### config.mk
export PLATFORM = sky130hd
export DESIGN_NAME = task_injector
export DESIGN_NICKNAME = d
export VERILOG_FILES = /design/src/ti_pkg.sv /design/src/task_injector.sv /design/src/ti_inject_ctrl.sv /design/src/ti_packet_receiver.sv /design/src/ti_packet_sender.sv
export VERILOG_INCLUDE_DIRS = /design/src
export SDC_FILE = /design/constraint.sdc
export NUM_CORES = 1
export LEC_CHECK = 0
export ABC_AREA = 1
export BUFFER_PORTS_ARGS = -buffer_cell sky130_fd_sc_hd__buf_4
export CAP_MARGIN = 20
export CORE_UTILIZATION = 45
export DETAILED_ROUTE_END_ITERATION = 7
export HOLD_SLACK_MARGIN = 0.12
export PLACE_DENSITY = 0.67
export REMOVE_ABC_BUFFERS = 1
export SLEW_MARGIN = 0
export SYNTH_ARGS = -nofsm -noshare
export SYNTH_HDL_FRONTEND = slang
export SYNTH_SLANG_ARGS = --single-unit
### constraint.sdc
create_clock -name clk_i -period 8.2 [get_ports clk_i]
set_input_delay 0 -clock clk_i [delete_from_list [all_inputs] [get_ports clk_i]]
set_output_delay 0 -clock clk_i [all_outputs]
set_load 0.05 [all_outputs]
### src/ti_macros.svh
`ifndef TI_MACROS_SVH
`define TI_MACROS_SVH

// flit and header geometry
`define TI_FLIT_W        32
`define TI_HEADER_LEN    6

// receive buffer depth in payload flits
`define TI_MAX_PAYLOAD   16

// largest application the injector will sequence
`define TI_MAX_TASKS     8

// node addresses on the mesh, x in [15:8], y in [7:0]
`define TI_MAPPER_ADDR   32'h0000_0000
`define TI_INJECTOR_ADDR 32'h0000_0202

`endif
### src/ti_pkg.sv
`default_nettype none

`include "ti_macros.svh"

package ti_pkg;

    typedef logic [`TI_FLIT_W-1:0] flit_t;

    typedef enum logic [`TI_FLIT_W-1:0] {
        MESSAGE_DELIVERY = 32'h0000_0010,
        TASK_ALLOCATION  = 32'h0000_0040
    } service_e;

    // first payload word of a delivery packet
    typedef enum logic [`TI_FLIT_W-1:0] {
        NEW_APP                = 32'h0000_0100,
        APP_ALLOCATION_REQUEST = 32'h0000_0101,
        APP_MAPPING_COMPLETE   = 32'h0000_0102
    } opcode_e;

    // target is the first flit on the wire
    typedef struct packed {
        flit_t    target;
        flit_t    size;      // flits after this one
        service_e service;
        flit_t    task_id;
        flit_t    code_size; // opcode for the descriptor
        flit_t    entry;     // task count for the descriptor
    } pkt_header_t;

    typedef struct packed {
        logic       alloc;
        logic       done;
        logic [7:0] app_id;
        logic [3:0] task_cnt;
    } rx_event_t;

    typedef enum logic [2:0] {
        IJ_IDLE,
        IJ_DESCRIPTOR,
        IJ_MAP,
        IJ_CODE_SIZE,
        IJ_ENTRY,
        IJ_SEND_TASK,
        IJ_NEXT_TASK,
        IJ_WAIT_COMPLETE
    } inject_state_e;

    typedef enum logic [1:0] {
        SND_IDLE,
        SND_HEADER,
        SND_BODY,
        SND_DONE
    } send_state_e;

    typedef enum logic [1:0] {
        RCV_HEADER,
        RCV_PAYLOAD,
        RCV_DROP,
        RCV_DECODE
    } recv_state_e;

endpackage

`default_nettype wire

### src/task_injector.sv
`default_nettype none

module task_injector (
    input  wire                clk_i,
    input  wire                rst_ni,
    input  wire                src_rx_i,
    input  wire ti_pkg::flit_t src_data_i,
    output logic               src_credit_o,
    output logic               noc_tx_o,
    output ti_pkg::flit_t      noc_data_o,
    input  wire                noc_credit_i,
    input  wire                noc_rx_i,
    input  wire ti_pkg::flit_t noc_data_i,
    output logic               noc_credit_o
);

    ti_pkg::pkt_header_t send_hdr;
    ti_pkg::flit_t       body_len;
    ti_pkg::flit_t       task_target;
    ti_pkg::rx_event_t   rx_evt;
    logic [3:0]          task_idx;
    logic                send_start;
    logic                send_done;
    logic                ctrl_src_credit;
    logic                send_src_credit;

    ti_inject_ctrl u_ctrl (
        .clk_i             (clk_i),
        .rst_ni            (rst_ni),
        .src_rx_i          (src_rx_i),
        .src_data_i        (src_data_i),
        .src_credit_ctrl_o (ctrl_src_credit),
        .rx_evt_i          (rx_evt),
        .task_target_i     (task_target),
        .task_idx_o        (task_idx),
        .send_start_o      (send_start),
        .send_hdr_o        (send_hdr),
        .body_len_o        (body_len),
        .send_done_i       (send_done)
    );

    ti_packet_sender u_send (
        .clk_i          (clk_i),
        .rst_ni         (rst_ni),
        .send_start_i   (send_start),
        .send_hdr_i     (send_hdr),
        .body_len_i     (body_len),
        .noc_credit_i   (noc_credit_i),
        .src_rx_i       (src_rx_i),
        .src_data_i     (src_data_i),
        .noc_tx_o       (noc_tx_o),
        .noc_data_o     (noc_data_o),
        .src_credit_o_o (send_src_credit),
        .send_done_o    (send_done)
    );

    ti_packet_receiver u_recv (
        .clk_i         (clk_i),
        .rst_ni        (rst_ni),
        .noc_rx_i      (noc_rx_i),
        .noc_data_i    (noc_data_i),
        .noc_credit_o  (noc_credit_o),
        .task_idx_i    (task_idx),
        .task_target_o (task_target),
        .rx_evt_o      (rx_evt)
    );

    assign src_credit_o = ctrl_src_credit | send_src_credit; // phases never overlap

endmodule

`default_nettype wire

### src/ti_inject_ctrl.sv
`default_nettype none

`include "ti_macros.svh"

module ti_inject_ctrl (
    input  wire                      clk_i,
    input  wire                      rst_ni,
    input  wire                      src_rx_i,
    input  wire ti_pkg::flit_t       src_data_i,
    output logic                     src_credit_ctrl_o,
    input  wire ti_pkg::rx_event_t   rx_evt_i,
    input  wire ti_pkg::flit_t       task_target_i,
    output logic [3:0]               task_idx_o,
    output logic                     send_start_o,
    output ti_pkg::pkt_header_t      send_hdr_o,
    output ti_pkg::flit_t            body_len_o,
    input  wire                      send_done_i
);

    ti_pkg::inject_state_e state_q;
    logic [3:0] task_cnt_q;
    logic [7:0] app_id_q;
    logic [3:0] cnt_in;
    logic src_xfer;

    assign src_credit_ctrl_o = state_q inside {ti_pkg::IJ_IDLE, ti_pkg::IJ_CODE_SIZE,
                                               ti_pkg::IJ_ENTRY};
    assign src_xfer = src_rx_i && src_credit_ctrl_o;
    assign cnt_in   = src_data_i[3:0];

    always_ff @(posedge clk_i or negedge rst_ni) begin
        if (!rst_ni) begin
            state_q      <= ti_pkg::IJ_IDLE;
            task_cnt_q   <= '0;
            app_id_q     <= '0;
            task_idx_o   <= '0;
            send_start_o <= 1'b0;
        end else begin
            send_start_o <= 1'b0;
            case (state_q)
                ti_pkg::IJ_IDLE: begin
                    if (src_xfer) begin
                        task_cnt_q   <= cnt_in;
                        send_start_o <= 1'b1; // descriptor header built below
                        state_q      <= ti_pkg::IJ_DESCRIPTOR;
                    end
                end
                ti_pkg::IJ_DESCRIPTOR: begin
                    if (send_done_i) state_q <= ti_pkg::IJ_MAP;
                end
                ti_pkg::IJ_MAP: begin
                    if (rx_evt_i.alloc) begin
                        app_id_q   <= rx_evt_i.app_id;
                        task_cnt_q <= (rx_evt_i.task_cnt > `TI_MAX_TASKS)
                                      ? 4'(`TI_MAX_TASKS) : rx_evt_i.task_cnt;
                        task_idx_o <= '0;
                        state_q    <= (rx_evt_i.task_cnt == '0)
                                      ? ti_pkg::IJ_WAIT_COMPLETE : ti_pkg::IJ_CODE_SIZE;
                    end
                end
                ti_pkg::IJ_CODE_SIZE: begin
                    if (src_xfer) state_q <= ti_pkg::IJ_ENTRY;
                end
                ti_pkg::IJ_ENTRY: begin
                    if (src_xfer) begin
                        send_start_o <= 1'b1;
                        state_q      <= ti_pkg::IJ_SEND_TASK;
                    end
                end
                ti_pkg::IJ_SEND_TASK: begin
                    if (send_done_i) state_q <= ti_pkg::IJ_NEXT_TASK;
                end
                ti_pkg::IJ_NEXT_TASK: begin
                    if (task_idx_o == task_cnt_q - 1'b1) begin
                        state_q <= ti_pkg::IJ_WAIT_COMPLETE;
                    end else begin
                        task_idx_o <= task_idx_o + 1'b1;
                        state_q    <= ti_pkg::IJ_CODE_SIZE;
                    end
                end
                default: begin
                    if (rx_evt_i.done) state_q <= ti_pkg::IJ_IDLE;
                end
            endcase
        end
    end

    // header words, stable while the sender is busy
    always_ff @(posedge clk_i) begin
        if (state_q == ti_pkg::IJ_IDLE && src_xfer) begin
            send_hdr_o.target    <= `TI_MAPPER_ADDR;
            send_hdr_o.size      <= ti_pkg::flit_t'(`TI_HEADER_LEN - 2)
                                    + ti_pkg::flit_t'({cnt_in, 1'b0});
            send_hdr_o.service   <= ti_pkg::MESSAGE_DELIVERY;
            send_hdr_o.task_id   <= `TI_INJECTOR_ADDR;
            send_hdr_o.code_size <= ti_pkg::NEW_APP;
            send_hdr_o.entry     <= ti_pkg::flit_t'(cnt_in);
            body_len_o           <= ti_pkg::flit_t'({cnt_in, 1'b0}); // two words per task
        end
        if (state_q == ti_pkg::IJ_CODE_SIZE && src_xfer) begin
            send_hdr_o.target    <= task_target_i;
            send_hdr_o.size      <= src_data_i + ti_pkg::flit_t'(`TI_HEADER_LEN - 2);
            send_hdr_o.service   <= ti_pkg::TASK_ALLOCATION;
            send_hdr_o.task_id   <= ti_pkg::flit_t'({app_id_q, 4'd0, task_idx_o});
            send_hdr_o.code_size <= src_data_i;
            body_len_o           <= src_data_i;
        end
        if (state_q == ti_pkg::IJ_ENTRY && src_xfer) begin
            send_hdr_o.entry <= src_data_i;
        end
    end

endmodule

`default_nettype wire

### src/ti_packet_receiver.sv
`default_nettype none

`include "ti_macros.svh"

module ti_packet_receiver (
    input  wire                    clk_i,
    input  wire                    rst_ni,
    input  wire                    noc_rx_i,
    input  wire ti_pkg::flit_t     noc_data_i,
    output logic                   noc_credit_o,
    input  wire [3:0]              task_idx_i,
    output ti_pkg::flit_t          task_target_o,
    output ti_pkg::rx_event_t      rx_evt_o
);

    localparam int pw = $clog2(`TI_MAX_PAYLOAD);

    ti_pkg::recv_state_e state_q, state_d;
    logic [$clog2(`TI_HEADER_LEN)-1:0] hdr_idx_q;
    ti_pkg::flit_t size_q;
    ti_pkg::flit_t svc_q;
    ti_pkg::flit_t pay_cnt_q;
    ti_pkg::flit_t pay_len;
    ti_pkg::flit_t pay_q [`TI_MAX_PAYLOAD];
    logic [pw-1:0] tgt_idx;
    logic rx_xfer;
    logic hdr_last;
    logic pay_empty;
    logic pay_last;
    logic is_dlvr;

    assign noc_credit_o = state_q != ti_pkg::RCV_DECODE;
    assign rx_xfer      = noc_rx_i && noc_credit_o;
    assign hdr_last     = hdr_idx_q == `TI_HEADER_LEN - 1;
    assign pay_len      = size_q - ti_pkg::flit_t'(`TI_HEADER_LEN - 2);
    assign pay_empty    = size_q <= `TI_HEADER_LEN - 2;
    assign pay_last     = pay_cnt_q == pay_len - 1'b1;

    // oversize packets are routed to drop once the whole header is in
    always_comb begin
        state_d = state_q;
        case (state_q)
            ti_pkg::RCV_HEADER: begin
                if (rx_xfer && hdr_last) begin
                    if (pay_empty) begin
                        state_d = ti_pkg::RCV_DECODE;
                    end else if (pay_len > `TI_MAX_PAYLOAD) begin
                        state_d = ti_pkg::RCV_DROP;
                    end else begin
                        state_d = ti_pkg::RCV_PAYLOAD;
                    end
                end
            end
            ti_pkg::RCV_PAYLOAD: begin
                if (rx_xfer && pay_last) state_d = ti_pkg::RCV_DECODE;
            end
            ti_pkg::RCV_DROP: begin
                if (rx_xfer && pay_last) state_d = ti_pkg::RCV_HEADER; // no event
            end
            default: state_d = ti_pkg::RCV_HEADER;
        endcase
    end

    always_ff @(posedge clk_i or negedge rst_ni) begin
        if (!rst_ni) begin
            state_q   <= ti_pkg::RCV_HEADER;
            hdr_idx_q <= '0;
            pay_cnt_q <= '0;
        end else begin
            state_q <= state_d;
            if (state_q == ti_pkg::RCV_HEADER) begin
                pay_cnt_q <= '0;
                if (rx_xfer) hdr_idx_q <= hdr_last ? '0 : hdr_idx_q + 1'b1;
            end else if (rx_xfer) begin
                pay_cnt_q <= pay_cnt_q + 1'b1;
            end
        end
    end

    always_ff @(posedge clk_i) begin
        if (state_q == ti_pkg::RCV_HEADER && rx_xfer) begin
            if (hdr_idx_q == 1) size_q <= noc_data_i;
            if (hdr_idx_q == 2) svc_q <= noc_data_i;
        end
        if (state_q == ti_pkg::RCV_PAYLOAD && rx_xfer) begin
            pay_q[pay_cnt_q[pw-1:0]] <= noc_data_i;
        end
    end

    // targets follow opcode, app id and task count
    assign tgt_idx       = pw'(task_idx_i) + pw'(3);
    assign task_target_o = pay_q[tgt_idx];

    always_comb begin
        is_dlvr = state_q == ti_pkg::RCV_DECODE && svc_q == ti_pkg::MESSAGE_DELIVERY
                  && pay_cnt_q != '0;
        rx_evt_o.alloc    = is_dlvr && pay_q[0] == ti_pkg::APP_ALLOCATION_REQUEST
                            && pay_cnt_q > 2;
        rx_evt_o.done     = is_dlvr && pay_q[0] == ti_pkg::APP_MAPPING_COMPLETE;
        rx_evt_o.app_id   = pay_q[1][7:0];
        rx_evt_o.task_cnt = pay_q[2][3:0];
    end

endmodule

`default_nettype wire

### src/ti_packet_sender.sv
`default_nettype none

`include "ti_macros.svh"

module ti_packet_sender (
    input  wire                      clk_i,
    input  wire                      rst_ni,
    input  wire                      send_start_i,
    input  wire ti_pkg::pkt_header_t send_hdr_i,
    input  wire ti_pkg::flit_t       body_len_i,
    input  wire                      noc_credit_i,
    input  wire                      src_rx_i,
    input  wire ti_pkg::flit_t       src_data_i,
    output logic                     noc_tx_o,
    output ti_pkg::flit_t            noc_data_o,
    output logic                     src_credit_o_o,
    output logic                     send_done_o
);

    ti_pkg::send_state_e state_q, state_d;
    logic [$clog2(`TI_HEADER_LEN)-1:0] hdr_idx_q;
    ti_pkg::flit_t body_cnt_q;
    ti_pkg::flit_t [`TI_HEADER_LEN-1:0] hdr_flits;
    logic hdr_last;
    logic body_xfer;
    logic body_last;

    assign hdr_flits = send_hdr_i; // target sits in the top flit
    assign hdr_last  = hdr_idx_q == `TI_HEADER_LEN - 1;
    assign body_xfer = state_q == ti_pkg::SND_BODY && src_rx_i && noc_credit_i;
    assign body_last = body_cnt_q == body_len_i - 1'b1;

    always_comb begin
        state_d = state_q;
        case (state_q)
            ti_pkg::SND_IDLE: begin
                if (send_start_i) state_d = ti_pkg::SND_HEADER;
            end
            ti_pkg::SND_HEADER: begin
                if (noc_credit_i && hdr_last) begin
                    state_d = (body_len_i == '0) ? ti_pkg::SND_DONE : ti_pkg::SND_BODY;
                end
            end
            ti_pkg::SND_BODY: begin
                if (body_xfer && body_last) state_d = ti_pkg::SND_DONE;
            end
            default: state_d = ti_pkg::SND_IDLE;
        endcase
    end

    always_ff @(posedge clk_i or negedge rst_ni) begin
        if (!rst_ni) begin
            state_q    <= ti_pkg::SND_IDLE;
            hdr_idx_q  <= '0;
            body_cnt_q <= '0;
        end else begin
            state_q <= state_d;
            if (state_q == ti_pkg::SND_IDLE) begin
                hdr_idx_q  <= '0;
                body_cnt_q <= '0;
            end else begin
                if (state_q == ti_pkg::SND_HEADER && noc_credit_i) begin
                    hdr_idx_q <= hdr_idx_q + 1'b1;
                end
                if (body_xfer) body_cnt_q <= body_cnt_q + 1'b1;
            end
        end
    end

    // body phase is a straight pass-through of the source handshake
    always_comb begin
        noc_tx_o       = 1'b0;
        noc_data_o     = src_data_i;
        src_credit_o_o = 1'b0;
        case (state_q)
            ti_pkg::SND_HEADER: begin
                noc_tx_o   = 1'b1;
                noc_data_o = hdr_flits[`TI_HEADER_LEN - 1 - hdr_idx_q];
            end
            ti_pkg::SND_BODY: begin
                noc_tx_o       = src_rx_i;
                src_credit_o_o = noc_credit_i;
            end
            default: ;
        endcase
    end

    assign send_done_o = state_q == ti_pkg::SND_DONE;

endmodule

`default_nettype wire

==> qor.txt, run 1 <==
top-count cell post-synth: edfxtp_1
largest net degree at the start of global routing: 108
top_reg_cell synth: edfxtp_1
Vias: 28300
Num Clock Sinks: 843
adder-cell share of the synthesized area: 0.745%
min cycle time layout: 4.48 ns
CP startpoint kind: primary input
Yosys reg bits: 843
critical-path cell list: dlygate4sd3_1, buf_4, ha_1, dlygate4sd3_1, inv_1, nor3_2, nand2_1, nor2_1, nand2_1, nor3_1, nand2_1, nor3_2, nand2_1, nor3_1, nand3_1, nor4_1, dlygate4sd3_1, o21a_1, dlygate4sd3_1
top cells by area, synth: edfxtp_1 (58%), nand2_1 (6.9%), dfrtp_1 (6.1%), nor2_1 (3.9%), a21oi_1 (3.1%)
Max Clock Freq: 223 MHz
final worst slack: 3.72 ns
DRC violations left: 0
FP Rows: 107
number of vias per cell: 5.63
Mapped Area: 38600 um2
R2R Path Start: u_ctrl.task_idx_o[0]
placeable core area: 85100 um2
Non-Filler Instances: 5018
Longest Clk Path Bufs: 3
r2r setup slk: 4.14 ns
Layout area overhead: 15.0%
worst hold stages: 2
crit-path max FO: 6
unrepaired setup endpoints after global routing: false
cell area after layout: 44400 um2
Crit path largest cell delay: 0.60 ns
Avg Inst Size Synth: 10.6 um2
CTS tree: yes
mux contribution to synthesized area: 0.0291%
Min-Delay Startpoint: noc_data_i[23]
number of I/O pins: 104
die area: 87000 um2
Setup violations, final: 0
first-pass GRT wire length: 158 mm
wire per inst: 20.9 um
Cells after Synth: 3644
Synth Area in XOR/XNOR: 2.56%
Synth top area share: 58.1%
vias in the first global route: 26400
dpl ws: 4.20 ns
Synth Area in Simple Gates: 17.9%
Syn. warnings: 0
slew at the pin closest to its max-slew limit: 1.02 ns
CTS H-tree depth: 3
Max Slew Vio Count: 0
grt total ovfl: 0
Synth top cells by count: edfxtp_1 (747), nand2_1 (708), nor2_1 (397), inv_1 (258), a21oi_1 (239)
die height: 295 um
Placed Cells: 4766
fraction of registers with async set/reset: 11.2%
Slew HR: 31.8%
Leakage: 16.2 nW
Worst Skew: 0.0518 ns
DP Wirelength: 63.6 mm
Clock transition at path regs: 0.06 ns
IO Port Bufs: 103
fin util: 52.2%
Final Hold Vio Count: 0
clock buffer count from CTS: 88
period utilization: 54.6%
CP arrival: 4.99 ns
chip width: 295 um
Crit. End Element: flip-flop
DRT antenna net count: 0
layout cells sized above 1: 10.0%
maxcap violations: 0
Synth area leader: edfxtp_1
crit path kind: primary input to flip-flop
WL final: 105 mm
status: complete, no violations
reg2reg end: u_ctrl.send_hdr_o[177]
all-layer global routing usage: 24.0%
Slowest cell on crit path: dlygate4sd3_1
first drt pass iteration count: 8
Compound-Gate Fraction of Synth Area: 10.2%
initial antenna violation count: 8
worst skew pair latency: 0.68 ns
# nets final: 3891
gpl congestion: 0.912
worst vdd ir: 0.215 mV
Reg2Reg Depth: 9
sequential share of the synthesized area: 64.3%
Cell variety after synth: 61
Post-synth EDFFs: 747
DP Area: 40700 um2
Hold Crit Class: primary input to flip-flop
WP data required: 8.71 ns
Initial Util: 45.4%
pwr dens: 294 nW/um2
Setup Buffers After CTS: 0
Hold Path End: u_recv.pay_q[10][23]
combinational family with the most area after synthesis: simple AND/OR/NAND/NOR gates
clk root buf: clkbuf_16
Iter 0 DRT Violations: 2866
logic make-up (layout without fill, tap and decap cells):
kind of cell,after synthesis,after routing
flip-flops,843,843
multiplexers,1,1
other,0,2
AND/OR/NAND/NOR,1573,1573
adder cells (fa/ha/maj),23,23
AO/OA/AOI/OAI,661,661
XOR/XNOR,109,109
buffers and inverters,434,662
report_power, final:
group	switching, W	total [W]	internal (W)
Combinational	0.00276	0.00388	0.00112
Sequential	0.000254	0.00534	0.00509
Clock	0.00168	0.00384	0.00216
repair_timing:
item / CTS / global route
hold buffers: 85 / 0
hold endpoints to repair: 829 / 0
gates resized for setup: 0 / 0
final cells by class:
type,instances,area (um2)
Fill cell,7397,40700
Sequential cell,843,24800
Multi-Input combinational cell,2367,12400
Clock buffer,115,2340
Timing Repair Buffer,228,1980
Tap cell,1144,1430
Inverter,271,1030
Clock inverter,48,438
Antenna cell,2,5.00
worst max-delay path: cells and delay by family:
| kind | cells | cell delay (ns) |
|---|---|---|
| buf+inv | 6 | 2.54 |
| simple gates | 11 | 2.12 |
| fa+ha+maj | 1 | 0.20 |
| compound gates | 1 | 0.12 |
state kept, by name, indices dropped and copies added (netlist names), 4 cells and up:
| name | count |
|---|---|
| u_send.body_cnt_q | 32 |
| u_ctrl.send_hdr_o | 141 |
| u_ctrl.app_id_q | 8 |
| u_recv.pay_q | 512 |
| u_recv.size_q | 32 |
| u_ctrl.task_idx_o | 4 |
| u_recv.svc_q | 32 |
| u_ctrl.task_cnt_q | 4 |
| u_ctrl.body_len_o | 32 |
| u_recv.pay_cnt_q | 32 |
layer usage:
| metal | wire length, um | part of all wire [%] | track usage [%] |
|---|---|---|---|
| met1 | 45600 | 43 | 33.7 |
| met2 | 48100 | 46 | 38.2 |
| met3 | 7720 | 7.3 | 3.27 |
| met4 | 3520 | 3.4 | 8.94 |
| met5 | 56 | 0.053 | 0 |
metrics by stage:
| step | total power, W | TNS, ns | hold slack (ns) |
|---|---|---|---|
| 6_report | 0.0131 | 0 | 0.237 |
| 5_1_grt | 0.0137 | 0 | 0.251 |
| 4_1_cts | 0.0131 | 0 | 0.220 |
| 3_5_place_dp | 0.00922 | 0 | 0.0189 |
| 3_3_place_gp | 0.00916 | 0 | 0.0206 |
| 2_1_floorplan | 0.00806 | -208.17 | -0.296 |
cells in the final DEF (no fill, tap or decap), types with 92 or more instances in the layout:
| cell type | n |
|---|---|
| inv_1 | 256 |
| nor2_1 | 379 |
| nor3_1 | 93 |
| dfrtp_1 | 92 |
| edfxtp_1 | 747 |
| nand3_1 | 194 |
| a21oi_1 | 239 |
| buf_4 | 139 |
| nand2_1 | 707 |
| o21ai_0 | 199 |
how the worst max path moves through the flow:
stage / from / slack [ns] / cells after the start / end
3_5_place_dp: u_ctrl.task_idx_o[0] / 4.20 / 8 / u_ctrl.send_hdr_o[182]
5_1_grt: src_data_i[3] / 3.44 / 19 / u_ctrl.send_hdr_o[156]
3_3_place_gp: u_ctrl.task_idx_o[0] / 4.24 / 8 / u_ctrl.send_hdr_o[183]
4_1_cts: u_send.hdr_idx_q[1] / 3.56 / 9 / noc_data_o[0]
6_report: src_data_i[3] / 3.72 / 19 / u_ctrl.send_hdr_o[156]
2_1_floorplan: u_ctrl.task_idx_o[0] / -6.45 / 7 / u_ctrl.send_hdr_o[168]
Note: power is estimated with default switching activity, not from simulation.
==> run 2: changes to the inputs <==
- ABC_AREA: 1 -> 0
- clock period: 8.2 -> 4.65 ns (I/O delays scaled with it)
==> run 2 against run 1 <==
Compared with the run above:
- power rose by 83%
- sequential power rose by 78%
- global-route usage fell by 0.95 points
- cell area fell by 0.15%
- cell count fell by 20%
- setup slack got worse by 3.4 ns
- count of clock-buffer cells in the layout fell by 14
- sequential share of layout area rose by 0.084 points
- sequential cell count did not move
- critical path type is now flip-flop to flip-flop
- largest power group unchanged
- highest routed layer unchanged
==> qor.txt, run 2 <==
status: complete, no violations
Slew HR: 22.0%
top_reg_cell synth: edfxtp_1
Synth top cells by count: edfxtp_1 (747), nor2_1 (212), mux4_2 (146), nand2_1 (138), clkbuf_1 (122)
slew at the pin closest to its max-slew limit: 1.16 ns
first-pass GRT wire length: 148 mm
CTS tree: yes
Cells after Synth: 2620
chip width: 293 um
CP arrival: 4.95 ns
min cycle time layout: 4.37 ns
placeable core area: 83800 um2
WL final: 98.6 mm
most common cell after layout, fill and taps aside: edfxtp_1
setup TNS: 0 ns
Hold Crit Class: primary input to flip-flop
max FFs per register: 512
Cell variety after synth: 81
Final Hold Vio Count: 0
period utilization: 94.0%
P_sw: 0.00760 W
Synth area leader: edfxtp_1
vias in the first global route: 23500
Longest Clk Path Bufs: 3
crit path kind: flip-flop to flip-flop
Crit. End Element: flip-flop
clk root buf: clkbuf_16
Syn. warnings: 0
crit-path max FO: 12
worst hold margin: 0.220 ns
IO Port Bufs: 103
DP Wirelength: 66.2 mm
Setup Buffers After CTS: 0
first drt pass iteration count: 5
Vias: 23400
Mapped Area: 38100 um2
sequential share of the synthesized area: 65.1%
Yosys reg bits: 843
fillers: 6900
top cells by area, synth: edfxtp_1 (59%), mux4_2 (8.6%), dfrtp_1 (6.2%), xnor2_1 (2.6%), nor2_1 (2.1%)
number of vias per cell: 5.83
Worst Skew: 0.0357 ns
Reg power frac: 39.8%
switching share of power: 31.8%
CTS H-tree depth: 3
DRC violations left: 0
Clock transition at path regs: 0.06 ns
number of I/O pins: 104
DP Area: 40500 um2
Num Clock Sinks: 843
CP startpoint kind: flip-flop
Layout area overhead: 16.3%
wire per inst: 24.6 um
Clk pwr share: 31.3%
maxcap violations: 0
all-layer global routing usage: 23.1%
logic gate share of total power: 28.9%
DRT antenna net count: 0
Avg Inst Size Synth: 14.6 um2
Initial Util: 45.5%
FP Rows: 106
Synth top area share: 58.8%
cell area after layout: 44400 um2
clock buffer count from CTS: 87
most frequent cells in the layout: edfxtp_1 (747), nor2_1 (199), buf_4 (167)
total power: 0.0239 W
Max Slew Vio Count: 0
# nets final: 2898
Leakage: 15.2 nW
largest net degree at the start of global routing: 68
Setup violations, final: 0
gpl congestion: 0.927
grt total ovfl: 0
Iter 0 DRT Violations: 2046
worst vdd ir: 0.427 mV
top-count cell post-synth: edfxtp_1
WP data required: 5.23 ns
Internal Dissipation: 0.0163 W
die area: 85900 um2
Max Clock Freq: 229 MHz
Post-synth EDFFs: 747
layout cells sized above 1: 18.7%
worst skew pair latency: 0.65 ns
fraction of registers with async set/reset: 11.2%
pwr dens: 538 nW/um2
initial antenna violation count: 10
die height: 293 um
run 2: cell types whose count changed after synthesis, sizes merged, moves of 78 or more:
cell	before	now
nand2	734	138
nor2	436	213
inv	265	67
a21oi	239	57
nand3	208	49
mux4	0	146
o21ai	205	86
xnor2	34	112
run 2: worst paths after layout:
check,slack [ns],endpoint,start,cells past startpoint
worst min register to register,0.45,u_ctrl.send_hdr_o[102],u_ctrl.send_hdr_o[102],2
worst max-delay path,0.28,u_recv.state_q[1],u_recv.size_q[3],12
min in group asynchronous,0.44,u_recv.pay_cnt_q[25],rst_ni,4
worst max register to register,0.28,u_recv.state_q[1],u_recv.size_q[3],12
max in group asynchronous,3.19,u_ctrl.task_idx_o[0],rst_ni,4
worst min-delay path,0.22,u_ctrl.send_hdr_o[20],src_data_i[20],3
run 2: critical path, cell delays in order (launching register included):
cell and delay (ns):
edfxtp_1 0.47, inv_1 0.15, ha_2 0.33, or4b_1 0.52, nand2b_1 0.28, a2111oi_1 0.55
o21ai_2 0.20, a22oi_1 0.39, nand4_1 0.18, a2111oi_0 0.45, o2111ai_1 0.21, o41a_1 0.42
nor3_2 0.15
run 2: routing by layer:
| layer | GRT usage (%) | routed length, um |
|---|---|---|
| met5 | 0 | 34 |
| met4 | 6.74 | 2370 |
| met3 | 3.68 | 6460 |
| met2 | 38.6 | 48500 |
| met1 | 31.1 | 41300 |
run 2: area by class of cell:
cell class	instances	area (um2)	area share [%]
flip-flops and latches	843	24800	56.0
multi-input cells	1562	12700	28.6
clock buffers	101	2280	5.14
repair buffers	245	2090	4.71
well taps	1134	1420	3.20
clock inverters	63	803	1.81
inverters	67	251	0.567
diodes	2	5.00	0.0113
run 2: what timing repair did:
item / in CTS / in global routing
gates resized for setup: 0 / 3
endpoints found under the hold margin: 820 / 0
hold buffers: 72 / 0
setup endpoints to repair: 0 / 1
run 2: metrics by stage:
stage | worst slack, ns | std cells | utilization [%]
6_report | 0.279 | 4017 | 52.9
5_1_grt | -0.0443 | 4016 | 52.9
4_1_cts | 0.196 | 4015 | 52.9
3_5_place_dp | 0.205 | 3779 | 48.4
3_3_place_gp | 0.231 | 3778 | 48.3
2_1_floorplan | -6.41 | 2472 | -
run 2: kinds of logic (layout without fill, tap and decap cells):
family                   after synthesis  after routing  share of synthesized area (%)
multiplexers                         230            230                           10.9
AND/OR/NAND/NOR                      789            789                           10.8
other                                  0              2                              0
XOR/XNOR                             203            203                           4.81
buffers and inverters                215            476                           2.19
flip-flops                           843            843                           65.1
AO/OA/AOI/OAI                        317            317                           5.43
adder cells (fa/ha/maj)               23             23                          0.755
run 2: power groups by stage:
| stage | sequential (W) | combinational [W] | clock [W] |
|---|---|---|---|
| finish | 0.00950 | 0.00690 | 0.00746 |
| global route | 0.00956 | 0.00737 | 0.00785 |
| CTS | 0.00949 | 0.00698 | 0.00756 |
| detailed placement | 0.00965 | 0.00691 | 0 |
| global placement | 0.00960 | 0.00682 | 0 |
| floorplan | 0.00982 | 0.00475 | 0 |
